`src/decodeCtrlPkg.sv`:
```
package decodeCtrlPkg;

    // alu operation
    localparam int ALU_OP_W = 3;
    localparam logic [ALU_OP_W-1:0] ALU_ADD = 3'd0;
    localparam logic [ALU_OP_W-1:0] ALU_SUB = 3'd1; // also used for compares
    localparam logic [ALU_OP_W-1:0] ALU_SRA = 3'd2;
    localparam logic [ALU_OP_W-1:0] ALU_AND = 3'd3;
    localparam logic [ALU_OP_W-1:0] ALU_OR  = 3'd4;
    localparam logic [ALU_OP_W-1:0] ALU_XOR = 3'd5;
    localparam logic [ALU_OP_W-1:0] ALU_SLL = 3'd6;
    localparam logic [ALU_OP_W-1:0] ALU_SRL = 3'd7;

    // compare unit
    localparam int CMP_W = 3;
    localparam logic [CMP_W-1:0] CMP_EQ  = 3'd0;
    localparam logic [CMP_W-1:0] CMP_NE  = 3'd1;
    localparam logic [CMP_W-1:0] CMP_LT  = 3'd2;
    localparam logic [CMP_W-1:0] CMP_GE  = 3'd3;
    localparam logic [CMP_W-1:0] CMP_LTU = 3'd4;
    localparam logic [CMP_W-1:0] CMP_GEU = 3'd5; // highest legal code

    // memory read type
    localparam int MRTYPE_W = 3;
    localparam logic [MRTYPE_W-1:0] MR_B  = 3'd0;
    localparam logic [MRTYPE_W-1:0] MR_H  = 3'd1;
    localparam logic [MRTYPE_W-1:0] MR_W  = 3'd2;
    localparam logic [MRTYPE_W-1:0] MR_BU = 3'd3;
    localparam logic [MRTYPE_W-1:0] MR_HU = 3'd4;

    // byte write mask
    localparam int WMASK_W = 8;
    localparam logic [WMASK_W-1:0] WM_NONE = 8'h00;
    localparam logic [WMASK_W-1:0] WM_B    = 8'h01;
    localparam logic [WMASK_W-1:0] WM_H    = 8'h03;
    localparam logic [WMASK_W-1:0] WM_W    = 8'h0F;

    // rd writeback source
    localparam int WB_W = 3;
    localparam logic [WB_W-1:0] WB_ALU  = 3'd0;
    localparam logic [WB_W-1:0] WB_MEM  = 3'd1;
    localparam logic [WB_W-1:0] WB_SNPC = 3'd2; // pc + 4
    localparam logic [WB_W-1:0] WB_CMP  = 3'd3;
    localparam logic [WB_W-1:0] WB_CSR  = 3'd4;
    localparam logic [WB_W-1:0] WB_NONE = 3'd5; // no rd write

    localparam int SRC1_W = 3;
    localparam logic [SRC1_W-1:0] S1_RS1 = 3'd0;
    localparam logic [SRC1_W-1:0] S1_PC  = 3'd1;

    localparam int SRC2_W = 2;
    localparam logic [SRC2_W-1:0] S2_RS2 = 2'd0;
    localparam logic [SRC2_W-1:0] S2_IMM = 2'd1;
    localparam logic [SRC2_W-1:0] S2_CSR = 2'd2;

    // instruction format, selects immediate layout downstream
    localparam int ITYPE_W = 3;
    localparam logic [ITYPE_W-1:0] IT_I = 3'd0;
    localparam logic [ITYPE_W-1:0] IT_S = 3'd1;
    localparam logic [ITYPE_W-1:0] IT_R = 3'd2;
    localparam logic [ITYPE_W-1:0] IT_U = 3'd3;
    localparam logic [ITYPE_W-1:0] IT_J = 3'd4;
    localparam logic [ITYPE_W-1:0] IT_B = 3'd5;
    localparam logic [ITYPE_W-1:0] IT_N = 3'd6; // no immediate

endpackage

```
`src/rvIsaPkg.sv`:
```
package rvIsaPkg;

    localparam int XLEN      = 32;
    localparam int OPCODE_W  = 7;
    localparam int FUNCT3_W  = 3;
    localparam int FUNCT7_W  = 7;
    localparam int FUNCT12_W = 12;

    // major opcodes, inst[6:0]
    localparam logic [OPCODE_W-1:0] OP_LUI    = 7'b0110111;
    localparam logic [OPCODE_W-1:0] OP_AUIPC  = 7'b0010111;
    localparam logic [OPCODE_W-1:0] OP_JAL    = 7'b1101111;
    localparam logic [OPCODE_W-1:0] OP_JALR   = 7'b1100111;
    localparam logic [OPCODE_W-1:0] OP_BRANCH = 7'b1100011;
    localparam logic [OPCODE_W-1:0] OP_LOAD   = 7'b0000011;
    localparam logic [OPCODE_W-1:0] OP_STORE  = 7'b0100011;
    localparam logic [OPCODE_W-1:0] OP_IMM    = 7'b0010011;
    localparam logic [OPCODE_W-1:0] OP_REG    = 7'b0110011;
    localparam logic [OPCODE_W-1:0] OP_SYSTEM = 7'b1110011;

    // branch funct3
    localparam logic [FUNCT3_W-1:0] F3_BEQ  = 3'b000;
    localparam logic [FUNCT3_W-1:0] F3_BNE  = 3'b001;
    localparam logic [FUNCT3_W-1:0] F3_BLT  = 3'b100;
    localparam logic [FUNCT3_W-1:0] F3_BGE  = 3'b101;
    localparam logic [FUNCT3_W-1:0] F3_BLTU = 3'b110;
    localparam logic [FUNCT3_W-1:0] F3_BGEU = 3'b111;

    // arith funct3, shared by op and op-imm
    localparam logic [FUNCT3_W-1:0] F3_ADD  = 3'b000;
    localparam logic [FUNCT3_W-1:0] F3_SLL  = 3'b001;
    localparam logic [FUNCT3_W-1:0] F3_SLT  = 3'b010;
    localparam logic [FUNCT3_W-1:0] F3_SLTU = 3'b011;
    localparam logic [FUNCT3_W-1:0] F3_XOR  = 3'b100;
    localparam logic [FUNCT3_W-1:0] F3_SR   = 3'b101; // srl / sra split by funct7
    localparam logic [FUNCT3_W-1:0] F3_OR   = 3'b110;
    localparam logic [FUNCT3_W-1:0] F3_AND  = 3'b111;

    // load/store size funct3
    localparam logic [FUNCT3_W-1:0] F3_B  = 3'b000;
    localparam logic [FUNCT3_W-1:0] F3_H  = 3'b001;
    localparam logic [FUNCT3_W-1:0] F3_W  = 3'b010;
    localparam logic [FUNCT3_W-1:0] F3_BU = 3'b100;
    localparam logic [FUNCT3_W-1:0] F3_HU = 3'b101;

    localparam logic [FUNCT7_W-1:0] F7_BASE = 7'b0000000;
    localparam logic [FUNCT7_W-1:0] F7_ALT  = 7'b0100000; // sub, sra

    localparam logic [FUNCT12_W-1:0] F12_ECALL  = 12'h000;
    localparam logic [FUNCT12_W-1:0] F12_EBREAK = 12'h001;
    localparam logic [FUNCT12_W-1:0] F12_MRET   = 12'h302;

endpackage

```
`src/aluCtrlDecoder.sv`:
```
`timescale 1ns/10ps

module aluCtrlDecoder (
    input  logic                               isBranch,
    input  logic                               isOpImm,
    input  logic                               isOp,
    input  logic [rvIsaPkg::FUNCT3_W-1:0]      funct3,
    input  logic [rvIsaPkg::FUNCT7_W-1:0]      funct7,
    output logic [decodeCtrlPkg::ALU_OP_W-1:0] aluOp,
    output logic [decodeCtrlPkg::CMP_W-1:0]    cmpType,
    output logic                               condSet
);
    import rvIsaPkg::*;
    import decodeCtrlPkg::*;

    logic isArith; // op or op-imm
    logic isSub;

    assign isArith = isOp | isOpImm;
    assign condSet = isArith && ((funct3 == F3_SLT) || (funct3 == F3_SLTU)); // slt(i)(u)

    always_comb begin
        cmpType = CMP_EQ;
        if (isBranch) begin
            case (funct3)
                F3_BNE:  cmpType = CMP_NE;
                F3_BLT:  cmpType = CMP_LT;
                F3_BGE:  cmpType = CMP_GE;
                F3_BLTU: cmpType = CMP_LTU;
                F3_BGEU: cmpType = CMP_GEU;
                default: cmpType = CMP_EQ; // beq and the two reserved codes
            endcase
        end else if (condSet) begin
            cmpType = (funct3 == F3_SLTU) ? CMP_LTU : CMP_LT;
        end
    end

    // compares run through the subtractor, no subi for op-imm
    assign isSub = isBranch | condSet
                 | (isOp && (funct3 == F3_ADD) && (funct7 == F7_ALT));

    always_comb begin
        aluOp = ALU_ADD;
        if (isSub) begin
            aluOp = ALU_SUB;
        end else if (isArith) begin
            case (funct3)
                F3_SLL: begin
                    if (funct7 == F7_BASE) aluOp = ALU_SLL;
                end
                F3_SR: begin
                    if (funct7 == F7_BASE) aluOp = ALU_SRL;
                    else if (funct7 == F7_ALT) aluOp = ALU_SRA;
                end
                F3_XOR:  aluOp = ALU_XOR; // funct7 don't care
                F3_OR:   aluOp = ALU_OR;
                F3_AND:  aluOp = ALU_AND;
                default: aluOp = ALU_ADD; // add/addi
            endcase
        end
    end

endmodule

```
`src/datapathSelDecoder.sv`:
```
`timescale 1ns/10ps

module datapathSelDecoder (
    input  logic                              isLui,
    input  logic                              isAuipc,
    input  logic                              isJal,
    input  logic                              isJalr,
    input  logic                              isBranch,
    input  logic                              isLoad,
    input  logic                              isStore,
    input  logic                              isOpImm,
    input  logic                              isOp,
    input  logic                              isSystem,
    input  logic                              isEbreak,
    input  logic                              isEcall,
    input  logic                              isMret,
    input  logic                              isIllegal,
    input  logic                              condSet,
    output logic [decodeCtrlPkg::WB_W-1:0]    rdRegSrc,
    output logic [decodeCtrlPkg::SRC1_W-1:0]  aluSrc1,
    output logic [decodeCtrlPkg::SRC2_W-1:0]  aluSrc2,
    output logic [decodeCtrlPkg::ITYPE_W-1:0] instType,
    output logic                              jump,
    output logic                              stopSim,
    output logic                              writeCsr
);
    import decodeCtrlPkg::*;

    logic rdDisable; // no rd write for these

    assign jump      = isJal | isJalr;
    assign stopSim   = isEbreak | isIllegal; // halt the sim on ebreak or bad word
    assign writeCsr  = isSystem | isEcall;
    assign rdDisable = isBranch | isStore | isEcall | isMret | isEbreak | isIllegal;

    // disable wins over csr so ecall/mret never write rd
    always_comb begin
        if (isLoad)         rdRegSrc = WB_MEM;
        else if (jump)      rdRegSrc = WB_SNPC; // link address
        else if (condSet)   rdRegSrc = WB_CMP;
        else if (rdDisable) rdRegSrc = WB_NONE;
        else if (isSystem)  rdRegSrc = WB_CSR; // old csr value
        else                rdRegSrc = WB_ALU;
    end

    assign aluSrc1 = isAuipc ? S1_PC : S1_RS1;
    assign aluSrc2 = isOp ? S2_RS2 : (isSystem ? S2_CSR : S2_IMM);

    always_comb begin
        if (isLui || isAuipc)                  instType = IT_U;
        else if (isJal)                        instType = IT_J;
        else if (isJalr || isLoad || isOpImm)  instType = IT_I;
        else if (isStore)                      instType = IT_S;
        else if (isOp)                         instType = IT_R;
        else if (isBranch)                     instType = IT_B;
        else                                   instType = IT_N; // system, illegal
    end

endmodule

```
`src/idu.sv`:
```
`timescale 1ns/10ps

module idu (
    input  logic                               clk,
    input  logic                               rstN,
    input  logic                               inValid,
    input  logic [rvIsaPkg::XLEN-1:0]          instr,
    output logic                               outValid,
    output logic                               memValid,
    output logic                               memWen,
    output logic [decodeCtrlPkg::WMASK_W-1:0]  memWmask,
    output logic [decodeCtrlPkg::MRTYPE_W-1:0] memRtype,
    output logic [decodeCtrlPkg::CMP_W-1:0]    cmpType,
    output logic                               branch,
    output logic                               jump,
    output logic [decodeCtrlPkg::ALU_OP_W-1:0] aluOp,
    output logic [decodeCtrlPkg::WB_W-1:0]     rdRegSrc,
    output logic                               jalr,
    output logic [decodeCtrlPkg::SRC1_W-1:0]   aluSrc1,
    output logic [decodeCtrlPkg::SRC2_W-1:0]   aluSrc2,
    output logic [decodeCtrlPkg::ITYPE_W-1:0]  instType,
    output logic                               ecall,
    output logic                               mret,
    output logic                               writeCsr,
    output logic                               stopSim
);
    import decodeCtrlPkg::*;

    logic [rvIsaPkg::FUNCT3_W-1:0] funct3;
    logic [rvIsaPkg::FUNCT7_W-1:0] funct7;
    logic isLui, isAuipc, isJal, isJalr, isBranch, isLoad, isStore;
    logic isOpImm, isOp, isSystem, isEbreak, isEcall, isMret, isIllegal;
    logic condSet;

    // decode-stage controls, comb
    logic                memValidD, memWenD, jumpD, stopSimD, writeCsrD;
    logic [WMASK_W-1:0]  memWmaskD;
    logic [MRTYPE_W-1:0] memRtypeD;
    logic [CMP_W-1:0]    cmpTypeD;
    logic [ALU_OP_W-1:0] aluOpD;
    logic [WB_W-1:0]     rdRegSrcD;
    logic [SRC1_W-1:0]   aluSrc1D;
    logic [SRC2_W-1:0]   aluSrc2D;
    logic [ITYPE_W-1:0]  instTypeD;

    instClassDecoder u_class (
        .instr, .funct3, .funct7, .isLui, .isAuipc, .isJal, .isJalr, .isBranch,
        .isLoad, .isStore, .isOpImm, .isOp, .isSystem, .isEbreak, .isEcall,
        .isMret, .isIllegal
    );

    memCtrlDecoder u_mem (
        .isLoad, .isStore, .funct3, .memValid(memValidD), .memWen(memWenD),
        .memWmask(memWmaskD), .memRtype(memRtypeD)
    );

    aluCtrlDecoder u_alu (
        .isBranch, .isOpImm, .isOp, .funct3, .funct7, .aluOp(aluOpD),
        .cmpType(cmpTypeD), .condSet
    );

    datapathSelDecoder u_sel (
        .isLui, .isAuipc, .isJal, .isJalr, .isBranch, .isLoad, .isStore, .isOpImm,
        .isOp, .isSystem, .isEbreak, .isEcall, .isMret, .isIllegal, .condSet,
        .rdRegSrc(rdRegSrcD), .aluSrc1(aluSrc1D), .aluSrc2(aluSrc2D),
        .instType(instTypeD), .jump(jumpD), .stopSim(stopSimD), .writeCsr(writeCsrD)
    );

    // decode/execute boundary, holds on idle cycles
    always_ff @(posedge clk or negedge rstN) begin
        if (!rstN) begin
            outValid <= 1'b0;
            memValid <= 1'b0;
            memWen   <= 1'b0;
            memWmask <= '0;
            memRtype <= '0;
            cmpType  <= '0;
            branch   <= 1'b0;
            jump     <= 1'b0;
            aluOp    <= '0;
            rdRegSrc <= '0;
            jalr     <= 1'b0;
            aluSrc1  <= '0;
            aluSrc2  <= '0;
            instType <= '0;
            ecall    <= 1'b0;
            mret     <= 1'b0;
            writeCsr <= 1'b0;
            stopSim  <= 1'b0;
        end else begin
            outValid <= inValid; // one-cycle pulse per accepted word
            if (inValid) begin
                memValid <= memValidD;
                memWen   <= memWenD;
                memWmask <= memWmaskD;
                memRtype <= memRtypeD;
                cmpType  <= cmpTypeD;
                branch   <= isBranch; // raw class flag
                jump     <= jumpD;
                aluOp    <= aluOpD;
                rdRegSrc <= rdRegSrcD;
                jalr     <= isJalr;
                aluSrc1  <= aluSrc1D;
                aluSrc2  <= aluSrc2D;
                instType <= instTypeD;
                ecall    <= isEcall;
                mret     <= isMret;
                writeCsr <= writeCsrD;
                stopSim  <= stopSimD;
            end
        end
    end

    outValidKnown: assert property (@(posedge clk) disable iff (!rstN)
        !$isunknown(outValid));
    wenNeedsAccess: assert property (@(posedge clk) disable iff (!rstN)
        memWen |-> memValid); // store class must also set access
    stopNoWrite: assert property (@(posedge clk) disable iff (!rstN)
        stopSim |-> rdRegSrc == WB_NONE); // ebreak/illegal never write rd
    cmpInRange: assert property (@(posedge clk) disable iff (!rstN)
        cmpType <= CMP_GEU);

endmodule

```
`src/instClassDecoder.sv`:
```
`timescale 1ns/10ps

module instClassDecoder (
    input  logic [rvIsaPkg::XLEN-1:0]     instr,
    output logic [rvIsaPkg::FUNCT3_W-1:0] funct3,
    output logic [rvIsaPkg::FUNCT7_W-1:0] funct7,
    output logic                          isLui,
    output logic                          isAuipc,
    output logic                          isJal,
    output logic                          isJalr,
    output logic                          isBranch,
    output logic                          isLoad,
    output logic                          isStore,
    output logic                          isOpImm,
    output logic                          isOp,
    output logic                          isSystem,
    output logic                          isEbreak,
    output logic                          isEcall,
    output logic                          isMret,
    output logic                          isIllegal
);
    import rvIsaPkg::*;

    logic [OPCODE_W-1:0]  opcode;
    logic [FUNCT12_W-1:0] funct12;
    logic                 sysPriv; // system opcode with funct3 000

    assign opcode  = instr[6:0];
    assign funct3  = instr[14:12];
    assign funct7  = instr[31:25];
    assign funct12 = instr[31:20]; // overlaps funct7 + rs2

    assign isLui    = opcode == OP_LUI;
    assign isAuipc  = opcode == OP_AUIPC;
    assign isJal    = opcode == OP_JAL;
    assign isJalr   = (opcode == OP_JALR) && (funct3 == 3'b000); // nonzero funct3 is illegal
    assign isBranch = opcode == OP_BRANCH;
    assign isLoad   = opcode == OP_LOAD;
    assign isStore  = opcode == OP_STORE;
    assign isOpImm  = opcode == OP_IMM;
    assign isOp     = opcode == OP_REG;
    assign isSystem = opcode == OP_SYSTEM; // csr ops and the priv ones

    assign sysPriv  = isSystem && (funct3 == 3'b000);
    assign isEbreak = sysPriv && (funct12 == F12_EBREAK);
    assign isEcall  = sysPriv && (funct12 == F12_ECALL);
    assign isMret   = sysPriv && (funct12 == F12_MRET);

    // priv flags are a subset of isSystem, so they add nothing here
    assign isIllegal = ~(isLui | isAuipc | isJal | isJalr | isBranch | isLoad
                       | isStore | isOpImm | isOp | isSystem);

endmodule

```
`src/memCtrlDecoder.sv`:
```
`timescale 1ns/10ps

module memCtrlDecoder (
    input  logic                               isLoad,
    input  logic                               isStore,
    input  logic [rvIsaPkg::FUNCT3_W-1:0]      funct3,
    output logic                               memValid,
    output logic                               memWen,
    output logic [decodeCtrlPkg::WMASK_W-1:0]  memWmask,
    output logic [decodeCtrlPkg::MRTYPE_W-1:0] memRtype
);
    import rvIsaPkg::*;
    import decodeCtrlPkg::*;

    assign memValid = isLoad | isStore;
    assign memWen   = isStore;

    // mask and read type from funct3 only, qualified later by memValid/memWen
    always_comb begin
        case (funct3)
            F3_B:    memWmask = WM_B;
            F3_H:    memWmask = WM_H;
            F3_W:    memWmask = WM_W;
            default: memWmask = WM_NONE; // bu/hu have no store form
        endcase
    end

    always_comb begin
        case (funct3)
            F3_B:    memRtype = MR_B;
            F3_H:    memRtype = MR_H;
            F3_W:    memRtype = MR_W;
            F3_BU:   memRtype = MR_BU;
            F3_HU:   memRtype = MR_HU;
            default: memRtype = MR_B;
        endcase
    end

endmodule

```
`config.mk`:
```
export PLATFORM = sky130hd
export DESIGN_NAME = idu
export DESIGN_NICKNAME = d
export VERILOG_FILES = /design/src/decodeCtrlPkg.sv /design/src/rvIsaPkg.sv /design/src/aluCtrlDecoder.sv /design/src/datapathSelDecoder.sv /design/src/idu.sv /design/src/instClassDecoder.sv /design/src/memCtrlDecoder.sv
export SDC_FILE = /design/constraint.sdc
export NUM_CORES = 1
export LEC_CHECK = 0
export ABC_AREA = 1
export BUFFER_PORTS_ARGS = -buffer_cell sky130_fd_sc_hd__buf_2
export CAP_MARGIN = 20
export CORE_ASPECT_RATIO = 2
export CORE_UTILIZATION = 35
export DETAILED_ROUTE_END_ITERATION = 16
export PLACE_DENSITY = 0.76
export SLEW_MARGIN = 0
export SYNTH_ARGS = -nofsm -noshare
export SYNTH_HDL_FRONTEND = slang
export SYNTH_SLANG_ARGS = --single-unit
```
`constraint.sdc`:
```
create_clock -name clk -period 0.8 [get_ports clk]
set_input_delay 0.04 -clock clk [delete_from_list [all_inputs] [get_ports clk]]
set_output_delay 0.04 -clock clk [all_outputs]
set_load 0.05 [all_outputs]
```
==> impl_metrics.ini <==
[drt]
final_antenna_net_count = 0
drt_iter0_drc = 79
wirelength_mm = 6.03
route.detailed.drc = 0
via_per_inst = 4.96
wl_per_cell_um = 15.1
firstDrtPassIters = 4
vias = 1980

[clock_tree]
numCtsBuffers = 5
worstSkewPairLatency_ns = 0.29
cts_tree = built
htree_num_levels = 2
clock_sinks = 31
cts_buffer_depth = 2
clk_pin_slew_ns = 0.07
cts-root-buf = clkbuf_8

[power_and_ir_drop]
p_int_mw = 2.77
pwr_density_cell_mw_per_mm2 = 1310
irDropWorstVdd_mv = 0.897
power_switching_mw = 1.45
seqPwrFrac = 0.404
swShare = 0.344
leakagePower_nw = 1.55
clockPowerShare = 0.288
p_comb_frac = 0.308

[critical_path]
startpoint_type = register
cp_max_fo = 2
worstPathArrival_ns = 0.98
ff2ff_path_depth = 3
setup.worst_path.end_class = output port
worst-endpoint-required_ns = 0.76
critical_path_class = reg2out
r2r_end = rdRegSrc[0]
r2r_setup_slack_ns = -0.06
r2r-start = rdRegSrc[0]

[sta]
period_share = 1.27
period_needed_ns = 1.02
timing.hold.ws_ns = 0.0582
slew_viol_final = 0
skew_ns = 0
max_freq_mhz = 981
hold_viol = 0
rsz0062_at_grt = true
finalWorstSetupSlack_ns = -0.219
setup_violations = 42

[status]
status = finished with violations
violations = negative setup slack

[die]
ios = 73
num_rows = 35
die_w_um = 51.4
floorplan.initialDensity = 0.368
die-area_sq_mm = 0.00518
fp.dieH_um = 101
core_sq_mm = 0.00464

[finish]
design_area_sq_mm = 0.00323
finalNetCount = 378
final_common_cell = nand2_1
final_cell_mix = nand2_1, buf_4, buf_6, dfrtp_2, nor2_1
multi_input_area_sq_mm = 0.00104
antenna_cells = 0
drive_gt1_frac = 0.640
nFillCells = 348
syn_to_final_growth_pct = 89.0
seqCellArea_sq_um = 812

[global_routing]
antenna_found_initial = 0
grt_max_degree = 32
overflow = 0
grt_pass1_vias = 1930
grt_usage = 0.215
grt_pass1_wl_mm = 8.34

[placed_design]
dp_worst_setup_slack_ns = -0.405
port_buffers = 56
dpl.hpwl_mm = 3.57
dpl-instance-area_sq_mm = 0.00239
gp_congestion = 0.942

[synthesis]
netlist_instances = 227
synthesis.area_sq_mm = 0.00171
syn_avg_cell_area_sq_um = 7.52
ys_ff_latch = 31
synth_warnings = 0
synth_cell_types = 31
yosysSeqAreaShare = 0.454

[flow_run]
cap_violations = 0

[min_path]
min_path_type = in2reg
hold_end = outValid
hold_path_depth = 2
min-delay-start = inValid
[worst max-delay path by stage]
stage / slack [ns] / startpoint / cells past startpoint / endpoint
after floorplan: -0.14 / rdRegSrc[0] / 3 / rdRegSrc[0]
after global placement: -0.38 / instr[4] / 7 / rdRegSrc[1]
after detailed placement: -0.41 / instr[4] / 7 / rdRegSrc[1]
after CTS: -0.21 / rdRegSrc[0] / 2 / rdRegSrc[0]
after global routing: -0.24 / rdRegSrc[0] / 2 / rdRegSrc[0]
final: -0.22 / rdRegSrc[0] / 2 / rdRegSrc[0]
[cell type report]
class,count,share of cell area
well taps,55,0.0213
multi-input cells,161,0.322
clock buffers,5,0.0213
inverters,28,0.0430
repair buffers,116,0.336
flip-flops and latches,31,0.252
clock inverters,3,0.00465
[per-stage QoR]
stage	std cells	util	setup TNS (ns)	power, mW
floorplan	232	-	-0.435	2.32
global placement	366	0.515	-6.61	2.65
detailed placement	366	0.515	-7.42	2.67
CTS	384	0.619	-3.22	4.03
global route	399	0.695	-5.33	4.38
finish	399	0.695	-4.01	4.21
[timing repair]
| item | CTS | global route |
|---|---|---|
| endpoints found under the setup margin | 40 | 49 |
| endpoints found under the hold margin | 33 | 0 |
| hold buffers | 2 | 0 |
| pin swaps | 15 | 28 |
| setup buffers | 8 | 16 |
| gates resized for setup | 93 | 64 |
[power groups by stage]
| stage | combinational (mW) | clock [mW] | sequential, mW |
|---|---|---|---|
| floorplan | 0.351 | 0 | 1.97 |
| global placement | 0.940 | 0 | 1.71 |
| detailed placement | 0.953 | 0 | 1.71 |
| CTS | 1.12 | 1.20 | 1.70 |
| global route | 1.38 | 1.29 | 1.71 |
| finish | 1.30 | 1.21 | 1.70 |
[critical path, cell delays in order, from the launching register on]
cell	delay [ns]
dfrtp_2	0.43
buf_6	0.12
buf_8	0.14
[state kept, by name, summed over array words and instances (netlist names), 2 cells and up]
signal    flops
aluOp         3
aluSrc2       2
cmpType       3
instType      3
memRtype      3
memWmask      3
rdRegSrc      3
[synthesized netlist by cell type (all sizes together)]
cell type,count,share of area
nand4,1,0.0037
or2,1,0.0037
nor3,3,0.012
clkbuf,2,0.0044
a31oi,2,0.0073
a21oi,7,0.023
buf,10,0.039
o21ai,10,0.029
conb,1,0.0022
o211ai,1,0.0044
dfrtp,31,0.45
o2111ai,2,0.010
nand2,71,0.16
inv,28,0.062
a41oi,1,0.0051
a22oi,1,0.0044
a32o,1,0.0059
mux2,1,0.0066
nor2,39,0.099
a22o,1,0.0051
o31ai,2,0.0088
o41ai,1,0.0051
nand3,10,0.041
[kinds of logic (layout without fill, tap and decap cells)]
| kind of cell | after synthesis | count (layout) | synth area share |
|---|---|---|---|
| buffers and inverters | 40 | 152 | 0.105 |
| multiplexers | 1 | 1 | 0.00659 |
| AO/OA/AOI/OAI | 29 | 29 | 0.108 |
| flip-flops | 31 | 31 | 0.454 |
| other | 1 | 6 | 0.00220 |
| AND/OR/NAND/NOR | 125 | 125 | 0.324 |
[per-layer routing]
layer  vias up  wire [um]  part of all wire  global-route usage
li1        933          -                 -                   -
met1       956       2000              0.33               0.209
met2        68       3560              0.59               0.408
met3        23        202             0.034              0.0271
met4         0        261             0.043               0.123
met5         -          0                 0                   0
(Power assumes the default switching activity.)
